--- src/axi2wb_settings.svh ---
////////////////////////////////////////////////////////////
// axi4 write to wishbone bridge, shared widths and depths
////////////////////////////////////////////////////////////
`ifndef AXI2WB_SETTINGS_SVH
`define AXI2WB_SETTINGS_SVH

// axi id width
`define AXI2WB_ID_W 4

// axi byte address width
`define AXI2WB_ADDR_W 16

// data bus width, same on both sides
`define AXI2WB_DATA_W 32

// byte lane bits, log2 of bytes per word
`define AXI2WB_LANE_W 2

// one strobe bit per byte
`define AXI2WB_STRB_W 4

// awlen width
`define AXI2WB_LEN_W 8

// log2 of the b response queue depth
`define AXI2WB_RESP_DEPTH_LG 2

`endif
--- src/axi2wb_pkg.sv ---
////////////////////////////////////////////////////////////
// axi4 write to wishbone bridge, shared types
////////////////////////////////////////////////////////////
`include "axi2wb_settings.svh"

package axi2wb_pkg;

	// word index plus byte lane
	typedef struct packed
	{
		logic [`AXI2WB_ADDR_W-`AXI2WB_LANE_W-1:0] word_idx;
		logic [`AXI2WB_LANE_W-1:0]                lane;
	} addr_split_t;

	// one address word, two views
	// byte view for stepping, split view for the wishbone address
	typedef union packed
	{
		logic [`AXI2WB_ADDR_W-1:0] byte_addr;
		addr_split_t               split;
	} addr_u;

	// awburst code 0 is fixed, wrap folds into incr
	typedef enum logic
	{
		BURST_FIXED = 1'b0,
		BURST_INCR  = 1'b1
	} burst_kind_e;

endpackage

--- src/axi2wb_ifs.sv ---
////////////////////////////////////////////////////////////
// beat and response links between the bridge blocks
////////////////////////////////////////////////////////////
`include "axi2wb_settings.svh"

////////////////////////////////////////////////////////////
// one write beat, tracker to issuer
////////////////////////////////////////////////////////////
interface beat_if;

	// transfers when valid and ready are both high
	logic                      valid;
	logic                      ready;
	axi2wb_pkg::addr_u         addr;
	logic [`AXI2WB_DATA_W-1:0] data;
	logic [`AXI2WB_STRB_W-1:0] sel;
	// final beat of the burst
	logic                      last;

	// tracker side
	modport src (output valid, addr, data, sel, last, input ready);

	// issuer side
	modport snk (input valid, addr, data, sel, last, output ready);

endinterface

////////////////////////////////////////////////////////////
// one burst response, issuer to b queue
////////////////////////////////////////////////////////////
interface resp_if;

	// single cycle, one per burst
	logic                    push;
	logic [`AXI2WB_ID_W-1:0] id;
	// any beat of the burst saw err
	logic                    err;
	// queue has no free entry
	logic                    full;

	modport src (output push, id, err);

	modport snk (input push, id, err, output full);

endinterface

--- src/axi2wb_top.sv ---
////////////////////////////////////////////////////////////
// axi4 write slave to wishbone pipelined write bridge
////////////////////////////////////////////////////////////
`include "axi2wb_settings.svh"

module axi2wb_top (
	input  logic                                    S_AXI_ACLK,
	input  logic                                    S_AXI_ARESETN,
	// aw channel
	input  logic                                    i_axi_awvalid,
	output logic                                    o_axi_awready,
	input  logic [`AXI2WB_ID_W-1:0]                 i_axi_awid,
	input  logic [`AXI2WB_ADDR_W-1:0]               i_axi_awaddr,
	input  logic [`AXI2WB_LEN_W-1:0]                i_axi_awlen,
	input  logic [1:0]                              i_axi_awburst,
	// w channel
	input  logic                                    i_axi_wvalid,
	output logic                                    o_axi_wready,
	input  logic [`AXI2WB_DATA_W-1:0]               i_axi_wdata,
	input  logic [`AXI2WB_STRB_W-1:0]               i_axi_wstrb,
	// b channel
	output logic                                    o_axi_bvalid,
	input  logic                                    i_axi_bready,
	output logic [`AXI2WB_ID_W-1:0]                 o_axi_bid,
	output logic [1:0]                              o_axi_bresp,
	// wishbone master
	output logic                                    o_wb_cyc,
	output logic                                    o_wb_stb,
	output logic [`AXI2WB_ADDR_W-`AXI2WB_LANE_W-1:0] o_wb_addr,
	output logic [`AXI2WB_DATA_W-1:0]               o_wb_data,
	output logic [`AXI2WB_STRB_W-1:0]               o_wb_sel,
	input  logic                                    i_wb_stall,
	input  logic                                    i_wb_ack,
	input  logic                                    i_wb_err
);

	// held awid, tracker to issuer
	logic [`AXI2WB_ID_W-1:0] burst_id;
	// burst finished on wishbone
	logic                    burst_done;

	beat_if beat_i ();
	resp_if resp_i ();

	////////////////////////////////////////////////////////////
	// aw/w in, single beats out
	////////////////////////////////////////////////////////////
	aw_burst_tracker tracker_i (
		.S_AXI_ACLK    (S_AXI_ACLK),
		.S_AXI_ARESETN (S_AXI_ARESETN),
		.i_awvalid     (i_axi_awvalid),
		.o_awready     (o_axi_awready),
		.i_awid        (i_axi_awid),
		.i_awaddr      (i_axi_awaddr),
		.i_awlen       (i_axi_awlen),
		.i_awburst     (i_axi_awburst),
		.i_wvalid      (i_axi_wvalid),
		.o_wready      (o_axi_wready),
		.i_wdata       (i_axi_wdata),
		.i_wstrb       (i_axi_wstrb),
		.i_resp_full   (resp_i.full),
		.i_done        (burst_done),
		.o_id          (burst_id),
		.beat          (beat_i.src)
	);

	// beats onto wishbone, one response per burst
	wb_write_issuer issuer_i (
		.S_AXI_ACLK    (S_AXI_ACLK),
		.S_AXI_ARESETN (S_AXI_ARESETN),
		.i_wb_stall    (i_wb_stall),
		.i_wb_ack      (i_wb_ack),
		.i_wb_err      (i_wb_err),
		.i_id          (burst_id),
		.o_wb_cyc      (o_wb_cyc),
		.o_wb_stb      (o_wb_stb),
		.o_wb_addr     (o_wb_addr),
		.o_wb_data     (o_wb_data),
		.o_wb_sel      (o_wb_sel),
		.o_done        (burst_done),
		.beat          (beat_i.snk),
		.resp          (resp_i.src)
	);

	// responses queued for the b channel
	bresp_queue bresp_i (
		.S_AXI_ACLK    (S_AXI_ACLK),
		.S_AXI_ARESETN (S_AXI_ARESETN),
		.i_bready      (i_axi_bready),
		.o_bvalid      (o_axi_bvalid),
		.o_bid         (o_axi_bid),
		.o_bresp       (o_axi_bresp),
		.resp          (resp_i.snk)
	);

endmodule

--- src/bresp_queue.sv ---
////////////////////////////////////////////////////////////
// b response fifo, one entry per finished burst
////////////////////////////////////////////////////////////
`include "axi2wb_settings.svh"

module bresp_queue (
	input  logic                    S_AXI_ACLK,
	input  logic                    S_AXI_ARESETN,
	input  logic                    i_bready,
	output logic                    o_bvalid,
	output logic [`AXI2WB_ID_W-1:0] o_bid,
	output logic [1:0]              o_bresp,
	resp_if.snk                     resp
);

	localparam int DEPTH = 1 << `AXI2WB_RESP_DEPTH_LG;

	logic [`AXI2WB_ID_W-1:0]         id_mem [DEPTH];
	logic                            err_mem [DEPTH];
	logic [`AXI2WB_RESP_DEPTH_LG-1:0] wr_ptr;
	logic [`AXI2WB_RESP_DEPTH_LG-1:0] rd_ptr;
	// one extra bit, top bit set means full
	logic [`AXI2WB_RESP_DEPTH_LG:0]   fill;
	logic                            push_ok;
	logic                            pop;

	assign resp.full = fill[`AXI2WB_RESP_DEPTH_LG];
	assign push_ok   = resp.push && !resp.full;
	assign pop       = o_bvalid && i_bready;

	// head entry is the b channel
	assign o_bvalid = (fill != '0);
	assign o_bid    = id_mem[rd_ptr];
	// slverr or okay
	assign o_bresp  = err_mem[rd_ptr] ? 2'b10 : 2'b00;

	always_ff @(posedge S_AXI_ACLK)
	begin
		if (push_ok)
		begin
			id_mem[wr_ptr]  <= resp.id;
			err_mem[wr_ptr] <= resp.err;
		end
	end

	// pointers wrap on their own width
	always_ff @(posedge S_AXI_ACLK)
	begin
		if (!S_AXI_ARESETN)
		begin
			wr_ptr <= '0;
			rd_ptr <= '0;
			fill   <= '0;
		end
		else
		begin
			if (push_ok)
				wr_ptr <= wr_ptr + 1'b1;
			if (pop)
				rd_ptr <= rd_ptr + 1'b1;
			case ({push_ok, pop})
				2'b10:   fill <= fill + 1'b1;
				2'b01:   fill <= fill - 1'b1;
				default: fill <= fill;
			endcase
		end
	end

endmodule

--- src/wb_write_issuer.sv ---
////////////////////////////////////////////////////////////
// wishbone pipelined write master, one burst at a time
////////////////////////////////////////////////////////////
`include "axi2wb_settings.svh"

module wb_write_issuer (
	input  logic                                    S_AXI_ACLK,
	input  logic                                    S_AXI_ARESETN,
	input  logic                                    i_wb_stall,
	input  logic                                    i_wb_ack,
	input  logic                                    i_wb_err,
	input  logic [`AXI2WB_ID_W-1:0]                 i_id,
	output logic                                    o_wb_cyc,
	output logic                                    o_wb_stb,
	output logic [`AXI2WB_ADDR_W-`AXI2WB_LANE_W-1:0] o_wb_addr,
	output logic [`AXI2WB_DATA_W-1:0]               o_wb_data,
	output logic [`AXI2WB_STRB_W-1:0]               o_wb_sel,
	output logic                                    o_done,
	beat_if.snk                                     beat,
	resp_if.src                                     resp
);

	logic                     accept;
	logic                     issue;
	// sticky after err, beats dropped up to last
	logic                     err_mode;
	logic                     last_seen;
	// strobes issued and not yet answered
	logic [`AXI2WB_LEN_W:0]   pending;
	logic                     bus_err;
	logic                     final_ack;
	logic                     finish;
	logic                     resp_err;

	// stalled strobe holds the beat back
	assign beat.ready = !(o_wb_stb && i_wb_stall);
	assign accept     = beat.valid && beat.ready;
	// only a live burst issues strobes
	assign issue      = accept && !err_mode;

	assign bus_err   = o_wb_cyc && i_wb_err;
	assign final_ack = o_wb_cyc && i_wb_ack && !i_wb_err && last_seen && (pending == 1);

	// clean end, err after last, or end of the discard
	assign finish = final_ack
		|| (bus_err && (last_seen || (accept && beat.last)))
		|| (err_mode && accept && beat.last);

	////////////////////////////////////////////////////////////
	// bus control
	////////////////////////////////////////////////////////////

	// cyc comes up with the first strobe
	always_ff @(posedge S_AXI_ACLK)
	begin
		if (!S_AXI_ARESETN)
		begin
			o_wb_cyc <= 1'b0;
			o_wb_stb <= 1'b0;
		end
		else if (bus_err || final_ack)
		begin
			o_wb_cyc <= 1'b0;
			o_wb_stb <= 1'b0;
		end
		else if (issue)
		begin
			o_wb_cyc <= 1'b1;
			o_wb_stb <= 1'b1;
		end
		else if (!i_wb_stall)
			o_wb_stb <= 1'b0;
	end

	// beat payload onto the bus
	always_ff @(posedge S_AXI_ACLK)
	begin
		if (issue)
		begin
			o_wb_addr <= beat.addr.split.word_idx;
			o_wb_data <= beat.data;
			o_wb_sel  <= beat.sel;
		end
	end

	////////////////////////////////////////////////////////////
	// ack and err accounting
	////////////////////////////////////////////////////////////
	always_ff @(posedge S_AXI_ACLK)
	begin
		if (!S_AXI_ARESETN || bus_err || final_ack)
			pending <= '0;
		else
		begin
			case ({issue, o_wb_cyc && i_wb_ack})
				2'b10:   pending <= pending + 1'b1;
				2'b01:   pending <= pending - 1'b1;
				default: pending <= pending;
			endcase
		end
	end

	always_ff @(posedge S_AXI_ACLK)
	begin
		if (!S_AXI_ARESETN || finish)
		begin
			err_mode  <= 1'b0;
			last_seen <= 1'b0;
		end
		else
		begin
			if (bus_err)
				err_mode <= 1'b1;
			if (accept && beat.last)
				last_seen <= 1'b1;
		end
	end

	// done and the response push share the cycle
	always_ff @(posedge S_AXI_ACLK)
	begin
		if (!S_AXI_ARESETN)
			o_done <= 1'b0;
		else
			o_done <= finish;
	end

	always_ff @(posedge S_AXI_ACLK)
	begin
		if (finish)
			resp_err <= err_mode || bus_err;
	end

	assign resp.push = o_done;
	assign resp.id   = i_id;
	assign resp.err  = resp_err;

endmodule

--- src/aw_burst_tracker.sv ---
////////////////////////////////////////////////////////////
// accepts aw and w and unwinds one burst into single beats
////////////////////////////////////////////////////////////
`include "axi2wb_settings.svh"

module aw_burst_tracker (
	input  logic                      S_AXI_ACLK,
	input  logic                      S_AXI_ARESETN,
	input  logic                      i_awvalid,
	output logic                      o_awready,
	input  logic [`AXI2WB_ID_W-1:0]   i_awid,
	input  axi2wb_pkg::addr_u         i_awaddr,
	input  logic [`AXI2WB_LEN_W-1:0]  i_awlen,
	input  logic [1:0]                i_awburst,
	input  logic                      i_wvalid,
	output logic                      o_wready,
	input  logic [`AXI2WB_DATA_W-1:0] i_wdata,
	input  logic [`AXI2WB_STRB_W-1:0] i_wstrb,
	input  logic                      i_resp_full,
	input  logic                      i_done,
	output logic [`AXI2WB_ID_W-1:0]   o_id,
	beat_if.src                       beat
);

	// address step for incr
	localparam logic [`AXI2WB_ADDR_W-1:0] BYTES_PER_WORD = `AXI2WB_STRB_W;

	// set from the first edge out of reset
	logic                            live;
	// burst owns the bridge until the issuer reports done
	logic                            busy;
	// beats of the burst still to come
	logic                            w_open;
	logic [`AXI2WB_ID_W-1:0]         burst_id;
	axi2wb_pkg::addr_u               burst_addr;
	axi2wb_pkg::burst_kind_e         burst_kind;
	// counts down to zero on the last beat
	logic [`AXI2WB_LEN_W-1:0]        beats_left;
	logic                            aw_accept;
	logic                            w_accept;

	////////////////////////////////////////////////////////////
	// handshakes
	////////////////////////////////////////////////////////////

	// no new burst until out of reset, while one is open
	// or while its response has no room
	assign o_awready = live && !busy && !i_resp_full;
	assign aw_accept = i_awvalid && o_awready;

	// w passes straight through and the issuer registers it
	assign beat.valid = w_open && i_wvalid;
	assign o_wready   = w_open && beat.ready;
	assign w_accept   = beat.valid && beat.ready;

	assign beat.addr = burst_addr;
	assign beat.data = i_wdata;
	assign beat.sel  = i_wstrb;
	assign beat.last = (beats_left == '0);

	// held for the response push
	assign o_id = burst_id;

	// awready stays low through the release cycle
	always_ff @(posedge S_AXI_ACLK)
	begin
		if (!S_AXI_ARESETN)
			live <= 1'b0;
		else
			live <= 1'b1;
	end

	// busy and w_open
	always_ff @(posedge S_AXI_ACLK)
	begin
		if (!S_AXI_ARESETN)
		begin
			busy   <= 1'b0;
			w_open <= 1'b0;
		end
		else if (aw_accept)
		begin
			busy   <= 1'b1;
			w_open <= 1'b1;
		end
		else if (i_done)
		begin
			busy   <= 1'b0;
			w_open <= 1'b0;
		end
		else if (w_accept && beat.last)
			w_open <= 1'b0;
	end

	////////////////////////////////////////////////////////////
	// burst state
	////////////////////////////////////////////////////////////
	always_ff @(posedge S_AXI_ACLK)
	begin
		if (aw_accept)
		begin
			burst_id   <= i_awid;
			burst_addr <= i_awaddr;
			burst_kind <= (i_awburst == 2'b00) ? axi2wb_pkg::BURST_FIXED
				: axi2wb_pkg::BURST_INCR;
			beats_left <= i_awlen;
		end
		else if (w_accept)
		begin
			if (!beat.last)
				beats_left <= beats_left - 1'b1;
			// fixed keeps the start address
			if (burst_kind == axi2wb_pkg::BURST_INCR)
				burst_addr.byte_addr <= burst_addr.byte_addr + BYTES_PER_WORD;
		end
	end

endmodule

--- config.mk ---
export PLATFORM = sky130hd
export DESIGN_NAME = axi2wb_top
export DESIGN_NICKNAME = d
export VERILOG_FILES = /design/src/axi2wb_pkg.sv /design/src/axi2wb_ifs.sv /design/src/axi2wb_top.sv /design/src/bresp_queue.sv /design/src/wb_write_issuer.sv /design/src/aw_burst_tracker.sv
export VERILOG_INCLUDE_DIRS = /design/src
export SDC_FILE = /design/constraint.sdc
export NUM_CORES = 1
export LEC_CHECK = 0
export BUFFER_PORTS_ARGS = -buffer_cell sky130_fd_sc_hd__buf_2
export CORE_MARGIN = 5
export CORE_UTILIZATION = 54
export CTS_BUF_LIST = sky130_fd_sc_hd__clkbuf_4 sky130_fd_sc_hd__clkbuf_8
export DETAILED_ROUTE_END_ITERATION = 7
export PLACE_DENSITY = 0.84
export SLEW_MARGIN = 25
export SYNTH_ARGS = -nofsm -noshare
export SYNTH_HDL_FRONTEND = slang
export SYNTH_SLANG_ARGS = --single-unit
--- constraint.sdc ---
create_clock -name S_AXI_ACLK -period 2.98 [get_ports S_AXI_ACLK]
set_input_delay 0.298 -clock S_AXI_ACLK [delete_from_list [all_inputs] [get_ports S_AXI_ACLK]]
set_output_delay 0.298 -clock S_AXI_ACLK [all_outputs]
set_load 0.005 [all_outputs]
Word level (Yosys, flattened, before mapping)
Memory sizes are Yosys's and may differ from the RTL's. A register that Yosys moved wholly into a read port is not among the register bits.
Cells that the tools add are included.
Storage, ports and cells
  register bits: 104
  memory bits (writable): 20
  input bits: 74
  output and inout bits: 61
  logic and storage cells: 107
  memories: 2
Operators by class
  add/subtract/negate cells: 8
  equal/unequal tests: 7
  mux-type cells: 24
  bitwise operators: 1
  reductions and logical operators: 45
Memories
  bresp_i.id_mem: words 4, bits a word 4, rd ports 1, clocked after Yosys merged registers in 1, wr ports 1, line bresp_queue.sv:18  | logic [`AXI2WB_ID_W-1:0] id_mem [DEPTH];
  bresp_i.err_mem: words 4, bits a word 1, rd ports 1, clocked after Yosys merged registers in 1, wr ports 1, line bresp_queue.sv:19  | logic err_mem [DEPTH];
Operator list (count)
  $mux W16: 3
  $mux W8: 3
  $logic_and A1 B1 Y1: 19
  $pmux W9 S2: 1
  $add A16 B3 Y16 const B: 1
  $mux W1: 11
  $mux W2: 5
  $reduce_bool A2 Y1: 5
  $add A9 B1 Y9 const B: 1
  $eq A9 B1 Y1 const B: 1
  $sub A9 B1 Y9 const B: 1
  $logic_not A8 Y1: 1
  $logic_or A1 B1 Y1: 8
  $sub A8 B1 Y8 const B: 1
  $logic_not A1 Y1: 6
  $pmux W3 S2: 1
  $reduce_bool A3 Y1: 2
  $add A2 B1 Y2 const B: 2
  $eq A2 B1 Y1 const B: 2
  $eq A2 B2 Y1 const B: 2
  $reduce_and A2 Y1: 2
  $add A3 B1 Y3 const B: 1
  $sub A3 B1 Y3 const B: 1
  $logic_not A2 Y1: 1
  4 further kinds: 4

Logic depth before layout (Yosys ltp)
  word-level depth: 9
  mapped depth: 9
  depth with buffers taken out: 8

By module
From an unflattened synthesis, not the netlist that was laid out.
Unflattened totals
  cell total of the unflattened synthesis: 403
  area, all modules: 5467.7 µm²
By module, submodules not included
  wb_write_issuer: times used 1, cells each 143, area an instance 2343.5 µm², sequential area each 1811.7 µm²
  aw_burst_tracker: times used 1, cells each 184, area an instance 1914.3 µm², sequential area each 930.9 µm²
  bresp_queue: times used 1, cells each 76, area an instance 1209.9 µm², sequential area each 780.7 µm²

Least setup slack after synthesis
OpenSTA, ideal clock, no wires.
  path type: register to register
  start point: reg tracker_i.w_open
  end point: reg issuer_i.o_wb_addr[0] (enable)
  library setup time: 0.404 ns
  arrival time: 1.860 ns
  required time: 2.576 ns
  setup slack: 0.716 ns
  cell stages (with the launch flop): 4
  buffers on the path: 0
  period minus slack after synthesis: 2.264 ns
  cells stage by stage: dfxtp_1 -> a21boi_1 -> nand3_1 -> inv_1
Between the ends
  cells in the longest elaborated chain, start to end: 3
RTL lines
  start, declared: line aw_burst_tracker.sv:33  | logic w_open;
  start signal, assigned: line aw_burst_tracker.sv:79  | w_open <= 1'b0;
  start signal, assigned: line aw_burst_tracker.sv:84  | w_open <= 1'b1;
  start signal, assigned: line aw_burst_tracker.sv:89  | w_open <= 1'b0;
  $logic_and A1 B1 Y1: line aw_burst_tracker.sv:52  | assign beat.valid = w_open && i_wvalid;
  $logic_and A1 B1 Y1: line wb_write_issuer.sv:37  | assign accept = beat.valid && beat.ready;
  $logic_and A1 B1 Y1: line wb_write_issuer.sv:39  | assign issue = accept && !err_mode;
  net issuer_i.issue: line wb_write_issuer.sv:24  | logic issue;
  end signal, assigned: line wb_write_issuer.sv:80  | o_wb_addr <= beat.addr.split.word_idx;
  end, declared: line wb_write_issuer.sv:15  | output logic [`AXI2WB_ADDR_W-`AXI2WB_LANE_W-1:0] o_wb_addr,
The timed path passes the listed nets, and every way through them passes these cells.
A chain may end at the register's enable or synchronous reset.

Worst setup path after layout
  start point: reg tracker_i.w_open
  end point: reg issuer_i.pending[5]
Between the ends
  cells in the longest elaborated chain, start to end: 5
  elaborated cells between the ends (all ways): 7
  classes of those cells: 2 x eq/ne; 1 x mux; 4 x reduce/logical
RTL lines
  $logic_and A1 B1 Y1 *: line aw_burst_tracker.sv:52
  $logic_and A1 B1 Y1 *: line wb_write_issuer.sv:37
  $logic_and A1 B1 Y1 *: line wb_write_issuer.sv:39
  $eq A2 B1 Y1 / $eq A2 B2 Y1 (equally long branches): line wb_write_issuer.sv:95  | case ({issue, o_wb_cyc && i_wb_ack})
  $pmux W9 S2 / $reduce_bool A2 Y1 (equally long branches)
  end signal, assigned: line wb_write_issuer.sv:96  | 2'b10: pending <= pending + 1'b1;
  end signal, assigned: line wb_write_issuer.sv:97  | 2'b01: pending <= pending - 1'b1;
  end signal, assigned: line wb_write_issuer.sv:98  | default: pending <= pending;
  end, declared: line wb_write_issuer.sv:29  | logic [`AXI2WB_LEN_W:0] pending;
Every way passes the cells marked *; elsewhere a longest branch is shown, timed or not.

==> impl_metrics.sql <==
INSERT INTO impl_metrics (metric_group, metric, value, unit) VALUES
('floorplan', 'die_width', '107', 'um'),
('logic_synthesis', 'synth_net_count', '459', ''),
('setup_path', 'path_class', 'reg -> reg', ''),
('pwr', 'power.ir.vdd_worst', '0.285', 'mV'),
('setup_path', 'critPathArrivalTime', '2.85', 'ns'),
('setup_path', 'cp_max_fo', '14', ''),
('run_status', 'outcome', 'finished, final reports clean', ''),
('logic_synthesis', 'synth.top_cells.by_count', 'sky130_fd_sc_hd__edfxtp_1 (98), sky130_fd_sc_hd__nand2_1 (41), sky130_fd_sc_hd__dfxtp_1 (26)', ''),
('clock_network', 'clock_latency', '0.41', 'ns'),
('detailed_routing', 'ant_nets', '0', ''),
('logic_synthesis', 'synthesis.yosys.warnings', '0', ''),
('pwr', 'cell_internal_power_dissipation', '2980', 'uW'),
('detailed_routing', 'drt_wl_total', '10500', 'um'),
('logic_synthesis', 'yosys.area_share.adder', '3.36', '%'),
('grt', 'grt_first_pass_wirelength', '16400', 'um'),
('placed_design', 'post-dp-hpwl', '7670', 'um'),
('final_layout', 'fillCellCount', '650', ''),
('floorplan', 'core-area', '0.00920', 'sq mm'),
('logic_synthesis', 'synth_top_flop_cell', 'sky130_fd_sc_hd__edfxtp_1', ''),
('final_layout', 'layoutNonFillerInstCount', '637', ''),
('floorplan', 'floorplan.initialDensity', '55.1', '%'),
('pwr', 'power.share.sequential', '51.7', '%'),
('final_layout', 'layout.nets', '600', ''),
('detailed_routing', 'routedWlPerCell', '16.4', 'um'),
('floorplan', 'boundaryPins', '135', ''),
('pwr', 'switching_pwr', '863', 'uW'),
('setup_path', 'path_cells', 'a21boi_1 -> buf_4 -> nand3_1 -> ha_1 -> or4b_1 -> a21o_1 -> or3_1 -> a21oi_2', ''),
('clock_network', 'ctsResizeCount', '0', ''),
('logic_synthesis', 'postSynthCellCount', '372', ''),
('pwr', 'totalPowerFinal', '3840', 'uW'),
('logic_synthesis', 'synth-edff-count', '98', ''),
('logic_synthesis', 'yosys-top-cells-area', 'sky130_fd_sc_hd__edfxtp_1 (58%), sky130_fd_sc_hd__dfxtp_1 (10%), sky130_fd_sc_hd__nand2_1 (3.0%), sky130_fd_sc_hd__ha_1 (3.0%), sky130_fd_sc_hd__xnor2_1 (2.6%)', ''),
('detailed_routing', 'drt_iter0_markers', '178', ''),
('setup_path', 'max_stage_delay', '0.47', 'ns'),
('placed_design', 'buffer_ports.inserted', '131', ''),
('grt', 'grt_pass1_vias', '3387', ''),
('logic_synthesis', 'synthDominantAreaCellType', 'sky130_fd_sc_hd__edfxtp_1', ''),
('logic_synthesis', 'synthSimpleGateAreaFrac', '12.4', '%'),
('detailed_routing', 'drt_pass1_iterations', '5', ''),
('logic_synthesis', 'post_synthesis_cell_area', '0.00507', 'sq mm'),
('grt', 'antenna_found_initial', '0', ''),
('setup_path', 'cp_num_buf_inv', '1', ''),
('clock_network', 'clk_transition_reported_paths', '0.08', 'ns'),
('setup_path', 'startpoint_type', 'flip-flop', ''),
('clock_network', 'tritoncts.num_buffers', '17', ''),
('sta', 'min_period_over_period', '84.2', '%'),
('min_path', 'hold_depth', '1', ''),
('sta', 'final.min_clock_period', '2.51', 'ns'),
('sta', 'maxClockFrequency', '399', 'MHz'),
('min_path', 'hold_path_class', 'in -> reg', ''),
('detailed_routing', 'length_of_routed_wiring_on_met1', '4280', 'um'),
('min_path', 'hold_path_end', 'issuer_i.o_wb_data[27]', ''),
('logic_synthesis', 'synth-seq-area-share', '68.4', '%'),
('clock_network', 'clockRootBuffer', 'sky130_fd_sc_hd__clkbuf_8', ''),
('grt', 'grt.total_usage', '18.6', '%'),
('grt', 'overflow', '0', ''),
('clock_network', 'clock_sink_count', '124', ''),
('pwr', 'areal_power_density_over_the_cells', '612', 'mW/mm^2'),
('sta', 'hold_viol_final', '0', ''),
('pwr', 'comb_power_share', '6.1', '%'),
('logic_synthesis', 'synth_compound_gate_area_share', '5.95', '%'),
('min_path', 'hold_startpoint', 'i_axi_wdata[27]', ''),
('logic_synthesis', 'synth-async-reset-ratio', '0', '%'),
('clock_network', 'post_cts_hold_buffer_count', '0', ''),
('run', 'max-cap-violations', '0', ''),
('clock_network', 'ctsLongestPathBuffers', '2', ''),
('logic_synthesis', 'mux_cell_area_share_after_synthesis', '2.82', '%'),
('final_layout', 'post_route_cells_drive_above_1_share', '33.8', '%'),
('sta', 'drv_slew', '0', ''),
('setup_path', 'critPathRequiredTime', '3.32', 'ns'),
('setup_path', 'worstReg2RegStart', 'tracker_i.w_open', '');
kinds of logic (layout without fill, tap and decap cells):
| group | count (synthesis) | in the layout |
|---|---|---|
| xor gates and xnor gates | 27 | 27 |
| DFF | 124 | 124 |
| and+or+nand+nor | 121 | 121 |
| buffers and inverters | 29 | 183 |
| adders and majority gates | 13 | 13 |
| other | 1 | 1 |
| AOI/OAI and AO/OA | 49 | 49 |
| muxes | 8 | 8 |
cell type report:
class                   instances  area (sq um)  area share [%]
multi-input cells             219          1490            23.7
clock buffers                  17           234            3.73
flip-flops and latches        124          3460            55.2
clock inverters                15           209            3.33
inverters                      16          60.1           0.957
repair buffers                135           686            10.9
well taps                     111           139            2.21
power by group through the flow:
stage	Clock (uW)	Sequential [uW]	Combinational, uW
after floorplan	0	2020	125
after global placement	0	2020	225
after detailed placement	0	2020	234
after CTS	1650	1980	236
after global routing	1750	1990	264
final	1620	1980	234
per-stage QoR:
| stage | util, % | hold slack (ns) | setup WS [ns] | instance area [sq um] |
|---|---|---|---|---|
| 2_1_floorplan | - | 0.326 | 0.716 | 5070 |
| 3_3_place_gp | 63.4 | 0.456 | 0.541 | 5830 |
| 3_5_place_dp | 63.4 | 0.463 | 0.474 | 5830 |
| 4_1_cts | 68.2 | 0.0206 | 0.466 | 6280 |
| 5_1_grt | 68.2 | 0.00544 | 0.313 | 6280 |
| 6_report | 68.2 | 0.0499 | 0.472 | 6280 |
state kept, by name (all words and copies together) (netlist names), named ones only:
| signal | count |
|---|---|
| bresp_i.err_mem | 4 |
| bresp_i.fill | 3 |
| bresp_i.id_mem | 16 |
| bresp_i.rd_ptr | 2 |
| bresp_i.wr_ptr | 2 |
| issuer_i.err_mode | 1 |
| issuer_i.last_seen | 1 |
| issuer_i.o_done | 1 |
| issuer_i.o_wb_addr | 14 |
| issuer_i.o_wb_cyc | 1 |
| issuer_i.o_wb_data | 32 |
| issuer_i.o_wb_sel | 4 |
| issuer_i.o_wb_stb | 1 |
| issuer_i.pending | 9 |
| issuer_i.resp.err | 1 |
| tracker_i.beat.addr | 14 |
| tracker_i.beats_left | 8 |
| tracker_i.burst_kind | 1 |
| tracker_i.busy | 1 |
| tracker_i.live | 1 |
| tracker_i.o_id | 4 |
| tracker_i.w_open | 1 |
placed cells by master (no fill, tap or decap), drive strengths merged, types with 12 or more instances in the layout:
cell and count:
o21ai 24, dfxtp 26, ha 12, clkbuf 17, nor2 17, xnor2 15
and2 13, buf 135, edfxtp 98, nand2 41, inv 21, xor2 12
worst max path at each step:
stage	end	cells after the start	from	slack, ns
2_1_floorplan	issuer_i.o_wb_addr[0]	3	tracker_i.w_open	0.72
3_3_place_gp	issuer_i.pending[7]	9	i_wb_stall	0.54
3_5_place_dp	issuer_i.pending[7]	9	i_wb_stall	0.47
4_1_cts	issuer_i.pending[7]	8	tracker_i.w_open	0.47
5_1_grt	issuer_i.pending[7]	8	tracker_i.w_open	0.31
6_report	issuer_i.pending[5]	8	tracker_i.w_open	0.47
layer usage:
metal  up-vias  track usage (%)
met3         8             5.60
met1      1603             22.3
li1       1640                -
met5         -                0
met2       146             32.3
met4         0             5.75
(Power assumes the default switching activity.)
